===== config.mk =====
export PLATFORM = sky130hd
export DESIGN_NAME = ros2_buffer_hub
export DESIGN_NICKNAME = d
export VERILOG_FILES = /design/src/hdl/hub_types_pkg.sv /design/src/hdl/owner_pkg.sv /design/src/hdl/app_data_arbiter.sv /design/src/hdl/app_rx_handoff.sv /design/src/hdl/buffer_token.sv /design/src/hdl/byte_queue.sv /design/src/hdl/ros2_buffer_hub.sv
export VERILOG_INCLUDE_DIRS = /design/src /design/src/hdl
export SDC_FILE = /design/constraint.sdc
export NUM_CORES = 1
export LEC_CHECK = 0
export BUFFER_PORTS_ARGS = -buffer_cell sky130_fd_sc_hd__buf_2
export CORE_MARGIN = 2
export CORE_UTILIZATION = 29
export CTS_CLUSTER_SIZE = 25
export DETAILED_ROUTE_END_ITERATION = 16
export GPL_TIMING_DRIVEN = 0
export PLACE_DENSITY = 0.44
export SYNTH_ARGS = -nofsm -noshare
export SYNTH_HDL_FRONTEND = slang
export SYNTH_SLANG_ARGS = --single-unit

===== constraint.sdc =====
create_clock -name clk -period 4.11 [get_ports clk]
set_clock_uncertainty 0.05 [all_clocks]
set_input_delay 0.6165 -clock clk [delete_from_list [all_inputs] [get_ports clk]]
set_output_delay 0.6165 -clock clk [all_outputs]
set_load 0.005 [all_outputs]

===== src/hdl/hub_defs.svh =====
`ifndef HUB_DEFS_SVH
`define HUB_DEFS_SVH

// **************************************************
// queue depths between the protocol core and the IP stack
// **************************************************

// the core to stack queue holds one payload byte per entry
`define HUB_TX_QUEUE_DEPTH 16

// the stack to core queue is deeper since received frames arrive in bursts
`define HUB_RX_QUEUE_DEPTH 32

// **************************************************
// application buffer sizes
// **************************************************

// bits of a received application message length
`define HUB_APP_LEN_WIDTH 8

`endif


===== src/hdl/hub_types_pkg.sv =====
`include "hub_defs.svh"

// **************************************************
// data and length types shared by the hub blocks
// **************************************************

package hub_types_pkg;

  // one payload byte as it moves through a queue
  typedef logic [7:0] byte_t;

  // length in bytes of the last received application message
  typedef logic [`HUB_APP_LEN_WIDTH-1:0] app_len_t;

endpackage


===== src/hdl/owner_pkg.sv =====
// **************************************************
// ownership encodings for the shared buffers
// **************************************************

package owner_pkg;

  // owner of a ping-pong buffer
  typedef enum logic {
    OWNER_IP  = 1'b0,
    OWNER_CPU = 1'b1
  } owner_e;

  // state of the outgoing application data arbiter
  typedef enum logic [1:0] {
    GRANT_NONE = 2'b00,
    GRANT_IP   = 2'b01,
    GRANT_CPU  = 2'b10
  } app_grant_e;

endpackage


===== src/hdl/app_data_arbiter.sv =====
module app_data_arbiter (
  input  logic clk,
  input  logic rst_n,
  input  logic i_ether_en,
  input  logic i_ip_req,
  input  logic i_ip_rel,
  input  logic i_cpu_req,
  input  logic i_cpu_rel,
  output logic o_ip_grant,
  output logic o_cpu_grant
);
  import owner_pkg::*;

  app_grant_e state_q;

  // the core wins when both sides ask in the same cycle
  always_ff @(posedge clk or negedge rst_n) begin
    if (!rst_n) begin
      state_q <= GRANT_NONE;
    end else begin
      case (state_q)
        GRANT_NONE: begin
          if (i_ip_req) begin
            state_q <= GRANT_IP;
          end else if (i_cpu_req) begin
            state_q <= GRANT_CPU;
          end
        end
        GRANT_IP: begin
          if (i_ip_rel) begin
            state_q <= GRANT_NONE;
          end
        end
        GRANT_CPU: begin
          if (i_cpu_rel) begin
            state_q <= GRANT_NONE;
          end
        end
        default: begin
          state_q <= GRANT_NONE;
        end
      endcase
    end
  end

  // ownership is kept while the stack is off, only the grants drop
  assign o_ip_grant  = i_ether_en && (state_q == GRANT_IP);
  assign o_cpu_grant = i_ether_en && (state_q == GRANT_CPU);

  a_grants_exclusive: assert property (
    @(posedge clk) disable iff (!rst_n)
    !(o_ip_grant && o_cpu_grant)
  ) else $error("app data buffer granted to both core and cpu");

endmodule


===== src/hdl/app_rx_handoff.sv =====
module app_rx_handoff (
  input  logic                    clk,
  input  logic                    rst_n,
  input  logic                    i_ros2_en,
  input  logic                    i_ip_rel,
  input  logic                    i_cpu_rel,
  input  logic                    i_rx_len_wr,
  input  hub_types_pkg::app_len_t i_rx_len_data,
  output logic                    o_ip_grant,
  output logic                    o_cpu_grant,
  output hub_types_pkg::app_len_t o_rx_len
);
  import hub_types_pkg::*;
  import owner_pkg::*;

  app_len_t rx_len_q;

  // the core fills the buffer first, then hands it to the cpu
  buffer_token #(
    .RESET_OWNER(OWNER_IP)
  ) u_rx_token (
    .clk        (clk),
    .rst_n      (rst_n),
    .i_enable   (i_ros2_en),
    .i_ip_rel   (i_ip_rel),
    .i_cpu_rel  (i_cpu_rel),
    .o_ip_grant (o_ip_grant),
    .o_cpu_grant(o_cpu_grant)
  );

  // length of the message the core just wrote, read by the cpu later on
  always_ff @(posedge clk or negedge rst_n) begin
    if (!rst_n) begin
      rx_len_q <= '0;
    end else if (i_rx_len_wr) begin
      rx_len_q <= i_rx_len_data;
    end
  end

  assign o_rx_len = rx_len_q;

endmodule


===== src/hdl/buffer_token.sv =====
module buffer_token #(
  parameter owner_pkg::owner_e RESET_OWNER = owner_pkg::OWNER_IP
) (
  input  logic clk,
  input  logic rst_n,
  input  logic i_enable,
  input  logic i_ip_rel,
  input  logic i_cpu_rel,
  output logic o_ip_grant,
  output logic o_cpu_grant
);
  import owner_pkg::*;

  owner_e owner_q;

  // only the current owner can hand the buffer over
  always_ff @(posedge clk or negedge rst_n) begin
    if (!rst_n) begin
      owner_q <= RESET_OWNER;
    end else begin
      case (owner_q)
        OWNER_IP: begin
          if (i_ip_rel) begin
            owner_q <= OWNER_CPU;
          end
        end
        OWNER_CPU: begin
          if (i_cpu_rel) begin
            owner_q <= OWNER_IP;
          end
        end
        default: begin
          owner_q <= RESET_OWNER;
        end
      endcase
    end
  end

  assign o_ip_grant  = i_enable && (owner_q == OWNER_IP);
  assign o_cpu_grant = i_enable && (owner_q == OWNER_CPU);

  a_grants_exclusive: assert property (
    @(posedge clk) disable iff (!rst_n)
    !(o_ip_grant && o_cpu_grant)
  ) else $error("buffer token granted to both sides");

endmodule


===== src/hdl/byte_queue.sv =====
module byte_queue #(
  parameter int DEPTH = 16
) (
  input  logic                 clk,
  input  logic                 rst_n,
  input  logic                 i_wr_en,
  input  hub_types_pkg::byte_t i_din,
  output logic                 o_full,
  input  logic                 i_rd_en,
  output hub_types_pkg::byte_t o_dout,
  output logic                 o_empty
);
  import hub_types_pkg::*;

  localparam int PTR_W = (DEPTH > 1) ? $clog2(DEPTH) : 1;
  localparam int CNT_W = $clog2(DEPTH + 1);

  byte_t            mem [DEPTH];
  logic [PTR_W-1:0] wr_ptr_q;
  logic [PTR_W-1:0] rd_ptr_q;
  logic [CNT_W-1:0] count_q;
  logic             push;
  logic             pop;

  // a push while full is dropped even when a pop happens in the same cycle
  assign push = i_wr_en && !o_full;
  assign pop  = i_rd_en && !o_empty;

  assign o_full  = (count_q == CNT_W'(DEPTH));
  assign o_empty = (count_q == '0);

  // first word fall through keeps the head always visible
  assign o_dout = mem[rd_ptr_q];

  always_ff @(posedge clk) begin
    if (push) begin
      mem[wr_ptr_q] <= i_din;
    end
  end

  always_ff @(posedge clk or negedge rst_n) begin
    if (!rst_n) begin
      wr_ptr_q <= '0;
      rd_ptr_q <= '0;
      count_q  <= '0;
    end else begin
      if (push) begin
        wr_ptr_q <= (wr_ptr_q == PTR_W'(DEPTH - 1)) ? '0 : wr_ptr_q + 1'b1;
      end
      if (pop) begin
        rd_ptr_q <= (rd_ptr_q == PTR_W'(DEPTH - 1)) ? '0 : rd_ptr_q + 1'b1;
      end
      case ({push, pop})
        2'b10:   count_q <= count_q + 1'b1;
        2'b01:   count_q <= count_q - 1'b1;
        default: count_q <= count_q;
      endcase
    end
  end

  // occupancy must stay within the memory
  a_count_in_range: assert property (
    @(posedge clk) disable iff (!rst_n)
    count_q <= CNT_W'(DEPTH)
  ) else $error("byte_queue occupancy %0d above depth %0d", count_q, DEPTH);

endmodule


===== src/hdl/ros2_buffer_hub.sv =====
`include "hub_defs.svh"

module ros2_buffer_hub (
  input  logic                    clk,
  input  logic                    rst_n,
  input  logic                    i_ether_en,
  input  logic                    i_ros2_en,

  // core to stack queue
  input  logic                    i_tx_wr_en,
  input  hub_types_pkg::byte_t    i_tx_din,
  output logic                    o_tx_full,
  input  logic                    i_tx_rd_en,
  output hub_types_pkg::byte_t    o_tx_dout,
  output logic                    o_tx_empty,

  // stack to core queue
  input  logic                    i_rx_wr_en,
  input  hub_types_pkg::byte_t    i_rx_din,
  output logic                    o_rx_full,
  input  logic                    i_rx_rd_en,
  output hub_types_pkg::byte_t    o_rx_dout,
  output logic                    o_rx_empty,

  // outgoing application data buffer
  input  logic                    i_app_ip_req,
  input  logic                    i_app_ip_rel,
  input  logic                    i_app_cpu_req,
  input  logic                    i_app_cpu_rel,
  output logic                    o_app_ip_grant,
  output logic                    o_app_cpu_grant,

  // received application data buffer
  input  logic                    i_apprx_ip_rel,
  input  logic                    i_apprx_cpu_rel,
  output logic                    o_apprx_ip_grant,
  output logic                    o_apprx_cpu_grant,
  input  logic                    i_rx_len_wr,
  input  hub_types_pkg::app_len_t i_rx_len_data,
  output hub_types_pkg::app_len_t o_rx_len,

  // UDP receive buffer
  input  logic                    i_udprx_ip_rel,
  input  logic                    i_udprx_cpu_rel,
  output logic                    o_udprx_ip_grant,
  output logic                    o_udprx_cpu_grant,

  // UDP transmit buffer
  input  logic                    i_udptx_ip_rel,
  input  logic                    i_udptx_cpu_rel,
  output logic                    o_udptx_ip_grant,
  output logic                    o_udptx_cpu_grant
);
  import owner_pkg::*;

  // **************************************************
  // byte queues between the core and the stack
  // **************************************************

  byte_queue #(
    .DEPTH(`HUB_TX_QUEUE_DEPTH)
  ) u_tx_queue (
    .clk    (clk),
    .rst_n  (rst_n),
    .i_wr_en(i_tx_wr_en),
    .i_din  (i_tx_din),
    .o_full (o_tx_full),
    .i_rd_en(i_tx_rd_en),
    .o_dout (o_tx_dout),
    .o_empty(o_tx_empty)
  );

  byte_queue #(
    .DEPTH(`HUB_RX_QUEUE_DEPTH)
  ) u_rx_queue (
    .clk    (clk),
    .rst_n  (rst_n),
    .i_wr_en(i_rx_wr_en),
    .i_din  (i_rx_din),
    .o_full (o_rx_full),
    .i_rd_en(i_rx_rd_en),
    .o_dout (o_rx_dout),
    .o_empty(o_rx_empty)
  );

  // **************************************************
  // buffer ownership
  // **************************************************

  app_data_arbiter u_app_arbiter (
    .clk        (clk),
    .rst_n      (rst_n),
    .i_ether_en (i_ether_en),
    .i_ip_req   (i_app_ip_req),
    .i_ip_rel   (i_app_ip_rel),
    .i_cpu_req  (i_app_cpu_req),
    .i_cpu_rel  (i_app_cpu_rel),
    .o_ip_grant (o_app_ip_grant),
    .o_cpu_grant(o_app_cpu_grant)
  );

  // received messages are gated by the protocol core enable, not the stack
  app_rx_handoff u_app_rx (
    .clk          (clk),
    .rst_n        (rst_n),
    .i_ros2_en    (i_ros2_en),
    .i_ip_rel     (i_apprx_ip_rel),
    .i_cpu_rel    (i_apprx_cpu_rel),
    .i_rx_len_wr  (i_rx_len_wr),
    .i_rx_len_data(i_rx_len_data),
    .o_ip_grant   (o_apprx_ip_grant),
    .o_cpu_grant  (o_apprx_cpu_grant),
    .o_rx_len     (o_rx_len)
  );

  buffer_token #(
    .RESET_OWNER(OWNER_IP)
  ) u_udprx_token (
    .clk        (clk),
    .rst_n      (rst_n),
    .i_enable   (i_ether_en),
    .i_ip_rel   (i_udprx_ip_rel),
    .i_cpu_rel  (i_udprx_cpu_rel),
    .o_ip_grant (o_udprx_ip_grant),
    .o_cpu_grant(o_udprx_cpu_grant)
  );

  // the cpu fills the transmit buffer first, so it owns it out of reset
  buffer_token #(
    .RESET_OWNER(OWNER_CPU)
  ) u_udptx_token (
    .clk        (clk),
    .rst_n      (rst_n),
    .i_enable   (i_ether_en),
    .i_ip_rel   (i_udptx_ip_rel),
    .i_cpu_rel  (i_udptx_cpu_rel),
    .o_ip_grant (o_udptx_ip_grant),
    .o_cpu_grant(o_udptx_cpu_grant)
  );

endmodule


# == After elaboration in Yosys (flattened, before gate mapping) ==
# Memories as Yosys holds them, arrays and structs flattened.
# Index checks and enable logic that the tools add are counted.
# op_classes
n_addsub,8
eq_ne,15
n_reduce_logical,22
bitwise,3
muxes,24
# ops
op,n
$add A5 B1 Y5 const B,3
$eq A5 B5 Y1 const B,3
$logic_and A1 B1 Y1,12
$pmux W6 S2,1
$mux W1,10
$mux W5,2
$pmux W5 S2,1
$add A4 B1 Y4 const B,2
$eq A4 B4 Y1 const B,2
$mux W2,4
$mux W4,2
$add A6 B1 Y6 const B,1
$eq A2 B1 Y1 const B,3
$eq A2 B2 Y1 const B,3
$eq A6 B6 Y1 const B,1
$logic_not A6 Y1,1
$pmux W1 S2,3
$pmux W2 S3,1
$sub A6 B1 Y6 const B,1
$logic_not A5 Y1,1
$sub A5 B1 Y5 const B,1
$logic_not A1 Y1,4
$ne A2 B2 Y1 const B,2
$reduce_bool A2 Y1,2
4 further kinds,6
# word_totals
register_bits,42
ramBits,384
wordCells,85
out_inout_bits,36
in_bits,43
mem_count,2
# mem_list
memory,depth,width,rd,rd_clocked_by_memory_dff,write_ports,line,rtl
u_rx_queue.mem,32,8,1,0,1,byte_queue.sv:18,byte_t mem [DEPTH];
u_tx_queue.mem,16,8,1,0,1,byte_queue.sv:18,

# == Longest topological paths before layout ==
# Gate-level depths: netlist (run 1).
# logic_depth
word_depth,5
mapped_depth,10
ltp_nobuf,9

# == Modules after synthesis ==
# A second synthesis (run 1) with hierarchy kept.
# unflattened
hier_cells,930
hier_area_um2,17316.6
# by_module_without_submodules
mod,area_each_um2,seq_area_each_um2,n_inst,cells_per_inst
byte_queue at u_rx_queue,10969.3,8087.8,1,576
byte_queue at u_tx_queue,5765.5,4169.0,1,311
app_rx_handoff,331.6,200.2,1,17
app_data_arbiter,106.4,50.0,1,11
buffer_token at u_app_rx.u_rx_token ...,47.5,25.0,2,5
buffer_token at u_udptx_token,48.8,26.3,1,5

# == Worst setup path after synthesis (run 1) ==
# Ideal clock, no wire load.
# synth_path
path_kind,register to register
start,reg u_rx_queue.count_q[0]
end,reg u_rx_queue.count_q[5]
synth_period_minus_slack_ps,3247
slack_ps,863
required_time_ps,3937
n_path_buf,1
stages_incl_launch_ff,11
setup_time_ps,123
arrival_time_ps,3075
path_cell_list,dfrtp_1 > or4_4 > o31a_1 > buf_6 > clkinv_8 > ha_1 > ha_1 > nor4bb_1 > or3_1 > or3b_2 > xnor2_1
# synth_between
elab_chain_cells,5
word_cells_on_any_way,12
cone_classes,add/sub: 2; eq/ne: 3; mux: 1; reduce/logical: 6
# synth_lines
item,line,rtl
from (decl),byte_queue.sv:21,logic [CNT_W-1:0] count_q;
from (signal assigned),byte_queue.sv:54,2'b10: count_q <= count_q + 1'b1;
from (signal assigned),byte_queue.sv:55,2'b01: count_q <= count_q - 1'b1;
from (signal assigned),byte_queue.sv:56,default: count_q <= count_q;
"parallel branches: the longest is 5 deep, another holds $sub A6 B1 Y6",n/a,
# Several ways; the timed one is not identified.
# A chain may end at the register's enable or synchronous reset.

# == Worst setup path after layout (run 1) ==
# layout_path
start,reg u_rx_queue.rd_ptr_q[1]
end,out o_rx_dout[4]
# layout_between
elab_chain_cells,1
# layout_lines
item,line,rtl
from (decl),byte_queue.sv:20,logic [PTR_W-1:0] rd_ptr_q;
from (signal assigned),byte_queue.sv:51,rd_ptr_q <= (rd_ptr_q == PTR_W'(DEPTH - 1)) ? '0 : rd_ptr_q + 1'b1;
$mem_v2 Z32 W8,n/a,
to (decl),ros2_buffer_hub.sv:22,"output hub_types_pkg::byte_t o_rx_dout,"
# Every way passes these cells.

==> summary.md, run 1 <==
| Metric | Value |
|---|---|
| Max clock buf depth | `3` |
| Final Hold Viols | `0` |
| Hold Crit Depth | `2` |
| TritonCTS Buffers | `48` |
| Vias | `8702` |
| Clock root cell | `clkbuf_16` |
| Ant diodes | `0` |
| First-pass DRT Iterations | `6` |
| Post-DR wirelength/cell | `21.18 µm` |
| Setup crit start | `u_rx_queue.rd_ptr_q[1]$_DFFE_PN0P_` |
| Max Slew Vio Count | `0` |
| Commonest non-fill, non-tap cells in the layout | `edfxtp_1, buf_2, mux2i_1` |
| Die ar. | `0.06156 mm²` |
| DRC errors left | `0` |
| Setup violations, final | `0` |
| Critical Path AT | `~3.3 ns` |
| Post-synth top area share | `66.72%` |
| Number of flops mapped to enable cells by yosys | `384` |
| Status | `finished clean` |
| Buf/Inv on CP | `4` |
| GP Congestion | `0.7368` |
| # H-tree levels | `2` |
| Row count | `roughly 90` |
| Die Height | `248.1 µm` |
| Tightest Pin Transition | `around 1.3 ns` |
| Num ports | `79` |
| RSZ-0062 raised after global routing | `false` |
| Syn nets | `1016` |
| DR iter-0 viols | `468` |
| Total GRT Usage | `about an eighth` |
| Post-CTS Setup Inserts | `0` |
| CP cell instances | `buf_2 > buf_2 > buf_2 > mux4_2 > a221oi_1 > nand3_1 > buf_2` |
| Maximum vdd drop | `0.3032 mV` |
| Clk Latency, worst-skew pair | `about 0.6 ns` |
| Cell taking the most area after synthesis | `edfxtp_1` |
| Hold-fix buffer count after cts | `0` |
| Worst path slowest cell | `a221oi_1` |
| Total Power | `0.01356 W` |
| Synth warn | `0` |
| Worst-path fanout max | `10` |
| Fillers | `5726` |
| Tcrit/Tclk final | `between 90% and 100%` |
| Worst r2r src | `u_rx_queue.count_q[0]$_DFFE_PN0P_` |
| Synth Area per Inst | `18.19 µm²` |
| CTS tree | `yes` |
| Worst Path Required | `3.44 ns` |
| Global-route wire length before repair | `59620 µm` |
| Initial Util | `between 20 and 30%` |
| Register clock-pin slew on the reported worst setup and hold paths | `0.06 ns` |
| Crit. path cell count | `7` |
| FMAX | `about 0.25 GHz` |
| Critical path class | `flip-flop to output pin` |
| CP top delay family | `buffers and inverters` |
| CP Launch Type | `flip-flop` |
| Most common cell after layout, fill and taps aside | `edfxtp_1` |
| Die X-Extent | `248.1 µm` |
| Synth cell types | `between 50 and 60` |
| CP max stage delay | `about 0.5 ns` |
| Post-synthesis sequential area ratio | `72.81%` |
| Rel. slew slack | `9.654%` |
| Synth area leaders | `edfxtp_1, mux4_2, dfrtp_1` |
| Largest net degree at the start of global routing | `43` |
| HP Start | `i_udptx_cpu_rel` |
| Synthesis-stage register bit count | `426` |
| Num Clock Sinks | `around 430` |
| PD cells | `roughly 670 mW/mm²` |
| Critical Path Most Common Cell | `buf_2` |
| Port bufs | `77` |
| CTS-repair resized insts | `3` |
| Final wirelength | `39990 µm` |
| Core area | `0.05902 mm²` |
| Layout cells sized above 1 | `23.23%` |
| CP endpoint kind | `output pin` |
| Register area | `0.01258 mm²` |
| Max-Cap Viols | `0` |
| Synthesized cell area | `0.01728 mm²` |
| Grt ovf | `0` |
| Crit path time final | `3.922 ns` |
| Number of global-route vias before repair | `between 9k and 10k` |
| Total leakage power | `6.853 nW` |
| Area used by multi-input combinational logic | `0.004383 mm²` |
| Layout Nets | `approximately 1.1k` |
| Area Overhead vs Synth | `16.84%` |
| Final setup TNS | `0 ns` |
| Asr flop ratio synth | `9.859%` |
| Post-DP HPWL | `25210 µm` |
| Min-Delay Path Class | `primary input to flip-flop` |
| Initial antenna violation count | `0` |
| Primary FF master, synth | `edfxtp_1` |
| Vias per std cell | `~4.6` |
| Syn Inst Count | `950` |
| Reg2Reg Depth | `9` |
| Post-DRT Antenna Nets | `0` |
[synth_stat cells (all sizes together), types with 2 or more instances]
cell type	count
o31ai	2
nand2b	3
dfrtp	41
mux2	14
inv	10
nand3b	4
and3	3
mux4	64
nor3	8
nor4b	3
a21o	7
a22o	9
a221oi	8
or3	3
and2	5
o21ai	14
nor4	4
fa	2
a221o	2
or3b	3
nor2b	17
xnor2	8
or4	2
nand2	24
mux2i	76
ha	21
nor2	55
and3b	2
nand3	30
a22oi	32
clkbuf	20
xor2	3
buf	31
a211oi	10
a21oi	14
edfxtp	384
nor3b	2
[worst reg2reg max path, cell delays in order, from the launching register on]
cell and delay, ns:
dfrtp_1 0.45, or4_4 0.61, o31ai_4 0.48, inv_1 0.10, ha_1 0.35, ha_1 0.38
nor4bb_1 0.15, or3_1 0.32, or3b_2 0.49, xnor2_1 0.14
[routing by layer]
metal  vias up  GRT usage, %  part of all wire (%)
met3        49         2.499                   3.9
met1      4438         18.57                    47
li1       4058             -                     -
met5         -             0                     0
met4         0         3.519                   1.8
met2       157         21.07                    47
[metrics by stage]
| step | hold WS, ns | instance area, µm² | worst slack, ns | instances | util, % |
|---|---|---|---|---|---|
| global route | 0.1089 | 20190 | 0.03086 | 1888 | 34.21 |
| CTS | 0.08693 | 20190 | 0.09427 | 1888 | 34.21 |
| detailed placement | 0.4335 | 18640 | 0.3177 | 1800 | 31.58 |
| floorplan | 0.2709 | 17280 | 0.8628 | 950 | - |
| finish | 0.1264 | 20190 | 0.1883 | 1888 | 34.21 |
| global placement | 0.4261 | 18640 | 0.3240 | 1800 | 31.58 |
[cell type report]
cell class | count | share of cell area [%]
buffer | 51 | 1.369
timing repair buffer | 77 | 1.908
tap | 773 | 4.790
clock inverter | 28 | 1.326
multi-input combinational | 462 | 21.71
clock buffer | 60 | 6.320
inverter | 11 | 0.2664
sequential | 426 | 62.31
[final timing paths]
check / to / slack [ns]
hold / removal: u_udptx_token.owner_q$_DFF_PN1_ / 0.13
setup / recovery: o_rx_dout[4] / 0.19
max in group asynchronous: u_rx_queue.rd_ptr_q[4]$_DFFE_PN0P_ / 3.15
min in group asynchronous: u_udprx_token.owner_q$_DFF_PN0_ / 0.18
setup reg to reg: u_rx_queue.count_q[5]$_DFFE_PN0P_ / 0.49
hold reg to reg: u_app_rx.u_rx_token.owner_q$_DFF_PN0_ / 0.44
[registers in the layout (all words and copies together) (netlist names)]
register	cells
u_rx_queue.count_q	6
u_udprx_token.owner_q	1
u_rx_queue.mem	256
u_rx_queue.rd_ptr_q	5
u_tx_queue.count_q	5
u_app_arbiter.state_q	2
u_tx_queue.mem	128
u_rx_queue.wr_ptr_q	5
u_app_rx.o_rx_len	8
u_udptx_token.owner_q	1
u_app_rx.u_rx_token.owner_q	1
u_tx_queue.wr_ptr_q	4
u_tx_queue.rd_ptr_q	4
[where the power goes]
group | total [W] | switching [W] | internal [W]
Combinational | 0.00404 | 0.00235 | 0.00169
Sequential | 0.00533 | 0.000179 | 0.00515
Clock | 0.00419 | 0.00173 | 0.00246
Total | 0.0136 | 0.00426 | 0.00930
[kinds of logic (layout without fill, tap and decap cells)]
family	after synthesis	after routing	synth area share [%]
flip-flops	426	426	72.81
AND/OR/NAND/NOR	171	171	5.024
multiplexers	154	154	13.65
AO/OA/AOI/OAI	103	103	4.308
buffers and inverters	62	227	1.897
adder cells (fa/ha/maj)	23	23	1.752
XOR/XNOR	11	11	0.5575
Power figures use the tool's default switching activity.
==> inputs of run 2 (changes only) <==
SYNTH_HIERARCHICAL = 1   (was default)
==> summary.md, run 2 <==
| Metric | Value |
|---|---|
| Status | `finished clean` |
| Initial Util | `29.34% (+0.057 points)` |
| GP Congestion | `0.7336 (-0.43%)` |
| Clk Latency, worst-skew pair | `0.58 ns (about the same)` |
| DRC errors left | `0 (unchanged)` |
| Top reg by flops | `u_rx_queue/mem` |
| Synth warn | `6 (+6)` |
| PD cells | `681.7 mW/mm² (+1.5%)` |
| Max-Cap Viols | `0 (unchanged)` |
| Total GRT Usage | `13.57% (+0.34 points)` |
| Rel. slew slack | `26.61% (+17 points)` |
| CP Launch Type | `flip-flop` |
| Critical Path AT | `3.24 ns (-0.02 ns)` |
| Most common cell in the netlist | `edfxtp_1` |
| Row count | `89 (unchanged)` |
| Largest net degree at the start of global routing | `43 (unchanged)` |
| Largest register FFs | `256 (unchanged)` |
| Final wirelength | `41150 µm (+2.9%)` |
| Num ports | `79 (unchanged)` |
| Num Clock Sinks | `426 (unchanged)` |
| Synth cell types | `67 (+24%)` |
| Maximum vdd drop | `0.3387 mV (+12%)` |
| Clock root cell | `clkbuf_16` |
| Die ar. | `0.06168 mm² (+0.19%)` |
| Reg2Reg Depth | `9 (unchanged)` |
| Die Height | `248.4 µm (about the same)` |
| Tightest Pin Transition | `1.101 ns (-0.2441 ns)` |
| Max clock buf depth | `3 (unchanged)` |
| DR iter-0 viols | `555 (+19%)` |
| Crit path time final | `3.906 ns (-0.01614 ns)` |
| Grt ovf | `0 (unchanged)` |
| Cell taking the most area after synthesis | `edfxtp_1` |
| Asr flop ratio synth | `9.859% (unchanged)` |
| Worst-path fanout max | `10 (unchanged)` |
| Commonest non-fill, non-tap cells in the layout | `edfxtp_1, buf_2, mux4_2` |
| Initial antenna violation count | `1 (+1)` |
| Post-DP HPWL | `26150 µm (+3.7%)` |
| Register clock-pin slew on the reported worst setup and hold paths | `0.06 ns (about the same)` |
| Area Overhead vs Synth | `17.49%` |
| Post-DRT Antenna Nets | `0 (unchanged)` |
| Number of global-route vias before repair | `9145 (+1.3%)` |
| Syn Inst Count | `930 (-2.1%)` |
| Final setup TNS | `0 ns (unchanged)` |
| Critical path class | `flip-flop to output pin` |
| RSZ-0062 raised after global routing | `false` |
| Final worst slack | `0.2044 ns (+0.01614 ns)` |
| Post-synthesis sequential area ratio | `72.67% (-0.14 points)` |
| # H-tree levels | `2 (unchanged)` |
| Core area | `0.05902 mm² (unchanged)` |
| Ant diodes | `0 (unchanged)` |
| Synthesis-stage register bit count | `426 (unchanged)` |
| Number of flops mapped to enable cells by yosys | `384 (unchanged)` |
| Port bufs | `77 (unchanged)` |
| Synth area leaders | `edfxtp_1, mux4_2, dfrtp_1` |
| Vias per std cell | `4.788 (+3.9%)` |
| Min-Delay Path Class | `primary input to flip-flop` |
| CP endpoint kind | `output pin` |
| First-pass DRT Iterations | `5 (-1)` |
| Global-route wire length before repair | `61180 µm (+2.6%)` |
| Post-synth top area share | `66.59% (-0.13 points)` |
| Layout cells sized above 1 | `26.00% (+2.8 points)` |
| Max Slew Vio Count | `0 (unchanged)` |
| Total leakage power | `6.864 nW (+0.16%)` |
| Setup violations, final | `0 (unchanged)` |
| Vias | `8948 (+2.8%)` |
| Hold Crit Depth | `2 (unchanged)` |
| Layout Nets | `1124 (-1.7%)` |
| Synthesized cell area | `0.01732 mm² (+0.20%)` |
| Most common cell after layout, fill and taps aside | `edfxtp_1` |
| Worst Path Required | `3.44 ns (about the same)` |
| Post-DR wirelength/cell | `22.01 µm (+3.9%)` |
| Primary FF master, synth | `edfxtp_1` |
| Die X-Extent | `248.4 µm (about the same)` |
| Syn nets | `996 (-2.0%)` |
| Fin Hold WS | `0.1347 ns (+0.008291 ns)` |
| Pre-CTS setup slack | `0.07682 ns (-0.2409 ns)` |
| Tcrit/Tclk final | `95.03% (-0.39 points)` |
| FMAX | `0.2560 GHz (+0.41%)` |
| Synth Area per Inst | `18.62 µm² (+2.4%)` |
| CTS tree | `yes` |
| Commonest cells in the synthesized netlist | `edfxtp_1, mux4_2, mux2i_1, nor2_1, dfrtp_1` |
| TritonCTS Buffers | `48 (unchanged)` |
| Final Hold Viols | `0 (unchanged)` |
## run 2: changes by cell type after synthesis, moves of 10 or more
cell / change
mux2_4: +10
mux2i_1: -18
mux2_2: -11
nand3_1: -23
a22oi_1: -16
## run 2: what timing repair did
item,4_1_cts,5_1_grt
hold buffers,0,0
gates resized for setup,9,3
buffers inserted,0,0
endpoints found under the setup margin,6,2
pin swaps,0,0
endpoints found under the hold margin,0,0
## run 2: worst paths after layout
| path | startpoint | end | slack, ns |
|---|---|---|---|
| worst max-delay path | u_rx_queue/rd_ptr_q[3]$_DFFE_PN0P_ | o_rx_dout[6] | 0.20 |
| worst min-delay path | i_udptx_cpu_rel | u_udptx_token/owner_q$_DFF_PN1_ | 0.13 |
| worst max register to register | u_rx_queue/count_q[0]$_DFFE_PN0P_ | u_rx_queue/count_q[5]$_DFFE_PN0P_ | 0.57 |
| worst min register to register | u_app_arbiter/state_q[1]$_DFFE_PN0P_ | u_app_arbiter/state_q[0]$_DFFE_PN0P_ | 0.43 |
| max in group asynchronous | rst_n | u_rx_queue/rd_ptr_q[4]$_DFFE_PN0P_ | 3.12 |
| min in group asynchronous | rst_n | u_app_rx/u_rx_token/owner_q$_DFF_PN0_ | 0.18 |
## run 2: layout make-up
class,count,area (µm²)
Clock inverter,24,330.3
Timing Repair Buffer,78,390.4
Tap cell,773,967.2
Multi-Input combinational cell,441,4423
Clock buffer,64,1292
Buffer,48,290.3
Inverter,15,68.82
Sequential cell,426,12580
Fill cell,5623,38670
## run 2: where the power goes
| group | internal [W] | switching [W] | total [W] |
|---|---|---|---|
| registers | 0.00515 | 0.000202 | 0.00535 |
| logic | 0.00174 | 0.00240 | 0.00414 |
| clock network | 0.00266 | 0.00172 | 0.00438 |
| total | 0.00955 | 0.00432 | 0.0139 |
## run 2: metal layers
| layer | vias to the layer above | share of wire (%) | global-route usage, % |
|---|---|---|---|
| met5 | - | 0.019 | 0 |
| met4 | 2 | 1.8 | 3.711 |
| met3 | 55 | 5.1 | 2.704 |
| li1 | 4024 | - | - |
| met1 | 4650 | 46 | 19.40 |
| met2 | 217 | 47 | 21.01 |
## run 2: logic make-up (layout without fill, tap and decap cells)
kind of cell               Yosys count  count (layout)  synth area share, %
adders and majority gates           23              23                1.749
muxes                              143             143                13.78
xor gates and xnor gates             9               9               0.4552
AOI/OAI and AO/OA                  124             124                5.152
DFF                                426             426                72.67
and+or+nand+nor                    142             142                4.133
buffers and inverters               63             229                2.066
## run 2: worst max-delay path, cell delays in order, from the launching register on
cell,delay [ns]
dfrtp_1,0.35
buf_2,0.22
nor2b_1,0.50
clkbuf_1,0.60
a22o_1,0.28
a211oi_1,0.07
a311oi_1,0.43
buf_2,0.21
## run 2: metrics by stage
step	util, %	instance area (µm²)	power, W	std cells
after global placement	31.63	18670	0.009580	1780
after CTS	34.46	20340	0.01408	1869
after floorplan	-	17320	0.008115	930
after global routing	34.47	20350	0.01460	1869
after detailed placement	31.66	18680	0.009598	1781
final	34.47	20350	0.01387	1869
==> inputs of run 3 (changes only) <==
ABC_AREA = 1   (was default)
CORE_ASPECT_RATIO = 1.5   (was default)
CTS_BUF_LIST = sky130_fd_sc_hd__clkbuf_2   (was default)
==> summary.md, run 3 <==
| Metric | Value |
|---|---|
| Layout Nets | `2218 (+97%)` |
| Total leakage power | `9.712 nW (+41%)` |
| Maximum vdd drop | `0.2332 mV (-31%)` |
| Worst-path fanout max | `10 (unchanged)` |
| Post-CTS Setup Inserts | `0 (unchanged)` |
| Critical path class | `flip-flop to output pin` |
| Max-Cap Viols | `0 (unchanged)` |
| Commonest non-fill, non-tap cells in the layout | `nand2_1, edfxtp_1, inv_1` |
| Status | `finished clean` |
| DR iter-0 viols | `677 (+22%)` |
| Area Overhead vs Synth | `16.23%` |
| Clock root cell | `clkbuf_2` |
| Num ports | `79 (unchanged)` |
| Grt ovf | `0 (unchanged)` |
| Clk Latency, worst-skew pair | `1.14 ns (+0.56 ns)` |
| DRC errors left | `0 (unchanged)` |
| Top reg by flops | `u_rx_queue/mem` |
| Final worst slack | `0.2056 ns (+0.001213 ns)` |
| Min-Delay Path Class | `primary input to async pin` |
| PD cells | `591.0 mW/mm² (-13%)` |
| Total GRT Usage | `16.69% (+3.1 points)` |
| Final wirelength | `54810 µm (+33%)` |
| GP Congestion | `0.8491 (+16%)` |
| Asr flop ratio synth | `9.859% (unchanged)` |
| Synth warn | `6 (unchanged)` |
| Register clock-pin slew on the reported worst setup and hold paths | `0.11 ns (+0.05 ns)` |
| Die X-Extent | `212.9 µm (-14%)` |
| Initial antenna violation count | `1 (unchanged)` |
| Final Hold Viols | `0 (unchanged)` |
| Post-DP HPWL | `37360 µm (+43%)` |
| First-pass DRT Iterations | `5 (unchanged)` |
| Number of global-route vias before repair | `14.06k (+54%)` |
| Number of flops mapped to enable cells by yosys | `384 (unchanged)` |
| Synth cell types | `30 (-55%)` |
| # H-tree levels | `3 (+1)` |
| Tcrit/Tclk final | `95.00% (about the same)` |
| Die ar. | `0.06754 mm² (+9.5%)` |
| Pre-CTS setup slack | `1.223 ns (+1.147 ns)` |
| Vias | `13.59k (+52%)` |
| Core area | `0.06461 mm² (+9.5%)` |
| Max clock buf depth | `3 (unchanged)` |
| Initial Util | `29.37% (about the same)` |
| RSZ-0062 raised after global routing | `false` |
| CP Launch Type | `flip-flop` |
| Critical Path AT | `3.24 ns (about the same)` |
| Syn nets | `1966 (+97%)` |
| Most common cell in the netlist | `nand2_1` |
| Worst Path Required | `3.44 ns (about the same)` |
| Rel. slew slack | `18.82% (-7.8 points)` |
| Row count | `114 (+28%)` |
| Layout cells sized above 1 | `14.27% (-12 points)` |
| Synth area leaders | `edfxtp_1, nand2_1, nand3_1` |
| Synthesized cell area | `0.01898 mm² (+9.6%)` |
| Post-synthesis sequential area ratio | `66.31% (-6.4 points)` |
| Fillers | `6712 (+19%)` |
| Synth Area per Inst | `9.987 µm² (-46%)` |
| Die Height | `317.3 µm (+28%)` |
| Primary FF master, synth | `edfxtp_1` |
| CP endpoint kind | `output pin` |
| Cell taking the most area after synthesis | `edfxtp_1` |
| Post-DR wirelength/cell | `17.64 µm (-20%)` |
| FMAX | `0.2561 GHz (about the same)` |
| Global-route wire length before repair | `82460 µm (+35%)` |
| Synthesis-stage register bit count | `426 (unchanged)` |
| Syn Inst Count | `1900 (+100%)` |
| CTS tree | `yes` |
| Most common cell after layout, fill and taps aside | `nand2_1` |
| Tightest Pin Transition | `1.208 ns (+0.1076 ns)` |
| Setup violations, final | `0 (unchanged)` |
| Num Clock Sinks | `426 (unchanged)` |
| Final setup TNS | `0 ns (unchanged)` |
| Port bufs | `77 (unchanged)` |
| Post-DRT Antenna Nets | `0 (unchanged)` |
| Max Slew Vio Count | `0 (unchanged)` |
| Post-synth top area share | `60.77% (-5.8 points)` |
| Vias per std cell | `4.372 (-8.7%)` |
| Largest net degree at the start of global routing | `43 (unchanged)` |
| Commonest cells in the synthesized netlist | `nand2_1, edfxtp_1, inv_1, nand3_1, nor2_1` |
| TritonCTS Buffers | `107 (+120%)` |
| Crit path time final | `3.904 ns (-0.001213 ns)` |
| Largest register FFs | `256 (unchanged)` |
-- run 3: changes by cell type after synthesis, moves of 9 or more --
cell / before / now
nand2_1: 25 / 650
inv_1: 14 / 299
nand3_1: 7 / 263
mux4_2: 72 / 0
mux2i_1: 58 / 0
buf_2: 11 / 49
a22oi_1: 16 / 0
nor2_1: 56 / 72
inv_2: 0 / 10
mux2_4: 10 / 0
a22o_1: 9 / 0
nor2b_1: 9 / 0
-- run 3: metal layers --
metal  vias to the layer above  track usage (%)  wire [µm]
met5                         -                0          0
met4                         0            9.393       2691
met3                       133            2.666       1996
met2                       335            32.41      30100
met1                      6421            16.62      20020
li1                       6698                -          -
-- run 3: repair_timing --
| action | CTS | global route |
|---|---|---|
| resized for setup | 4 | 0 |
| endpoints found under the setup margin | 4 | 0 |
| endpoints found under the hold margin | 463 | 0 |
| hold buffers | 65 | 0 |
-- run 3: worst max-delay path, stage by stage, from the launching register on --
cell	delay, ns
dfrtp_1	0.46
inv_1	0.10
buf_4	0.19
clkbuf_1	0.48
nand2_1	0.11
nand3_1	0.16
nand3_1	0.22
nand2_1	0.13
nand2_1	0.08
inv_1	0.06
buf_2	0.10
-- run 3: stage by stage --
| stage | hold WS (ns) | total power, W | instance area [µm²] | cells | utilization, % |
|---|---|---|---|---|---|
| 6_report | 0.1774 | 0.01304 | 22060 | 3108 | 34.14 |
| 3_5_place_dp | 0.4071 | 0.01033 | 20450 | 2847 | 31.65 |
| 2_1_floorplan | 0.2709 | 0.008348 | 18980 | 1900 | - |
| 3_3_place_gp | 0.4039 | 0.01028 | 20450 | 2847 | 31.65 |
| 4_1_cts | 0.01865 | 0.01327 | 22040 | 3104 | 34.10 |
| 5_1_grt | 0.1517 | 0.01397 | 22060 | 3108 | 34.14 |
-- run 3: report_power, final --
| part | leakage, nW | switching [W] | internal (W) |
|---|---|---|---|
| Combinational | 5.03 | 0.00346 | 0.00149 |
| Clock | 0.708 | 0.00177 | 0.000994 |
| Sequential | 3.98 | 0.000213 | 0.00511 |
| Total | 9.71 | 0.00544 | 0.00760 |
-- run 3: cell families after synthesis --
| logic type | Yosys count | share of synthesized area, % |
|---|---|---|
| buffers and inverters | 387 | 8.275 |
| XOR/XNOR | 11 | 0.5077 |
| flip-flops | 426 | 66.31 |
| AO/OA/AOI/OAI | 51 | 1.576 |
| AND/OR/NAND/NOR | 1002 | 21.73 |
| adder cells (fa/ha/maj) | 23 | 1.596 |
-- run 3: worst paths after layout --
kind | from | end | slack (ns) | cells after the start
worst max-delay path | u_rx_queue/rd_ptr_q[1]$_DFFE_PN0P_ | o_rx_dout[6] | 0.21 | 10
worst min-delay path | rst_n | u_app_arbiter/state_q[1]$_DFFE_PN0P_ | 0.18 | 2
worst max register to register | u_rx_queue/count_q[1]$_DFFE_PN0P_ | u_rx_queue/mem[9][4]$_DFFE_PP_ | 1.23 | 8
worst min register to register | u_tx_queue/rd_ptr_q[3]$_DFFE_PN0P_ | u_tx_queue/rd_ptr_q[3]$_DFFE_PN0P_ | 0.48 | 2
max in group asynchronous | rst_n | u_app_rx/o_rx_len[3]$_DFFE_PN0P_ | 3.09 | 2
min in group clk | i_app_cpu_rel | u_app_arbiter/state_q[1]$_DFFE_PN0P_ | 0.21 | 5
-- run 3: final cells by class --
cell class              instances  area [µm²]  area share (%)
plain buffers                  75       404.1           1.832
well taps                     870        1089           4.935
inverters                     312        1171           5.310
flip-flops and latches        426       12580           57.05
multi-input cells            1087        4832           21.91
clock buffers                 149       745.7           3.381
clock inverters                43       180.2          0.8169
diodes                          3       7.507         0.03404
repair buffers                143        1044           4.731
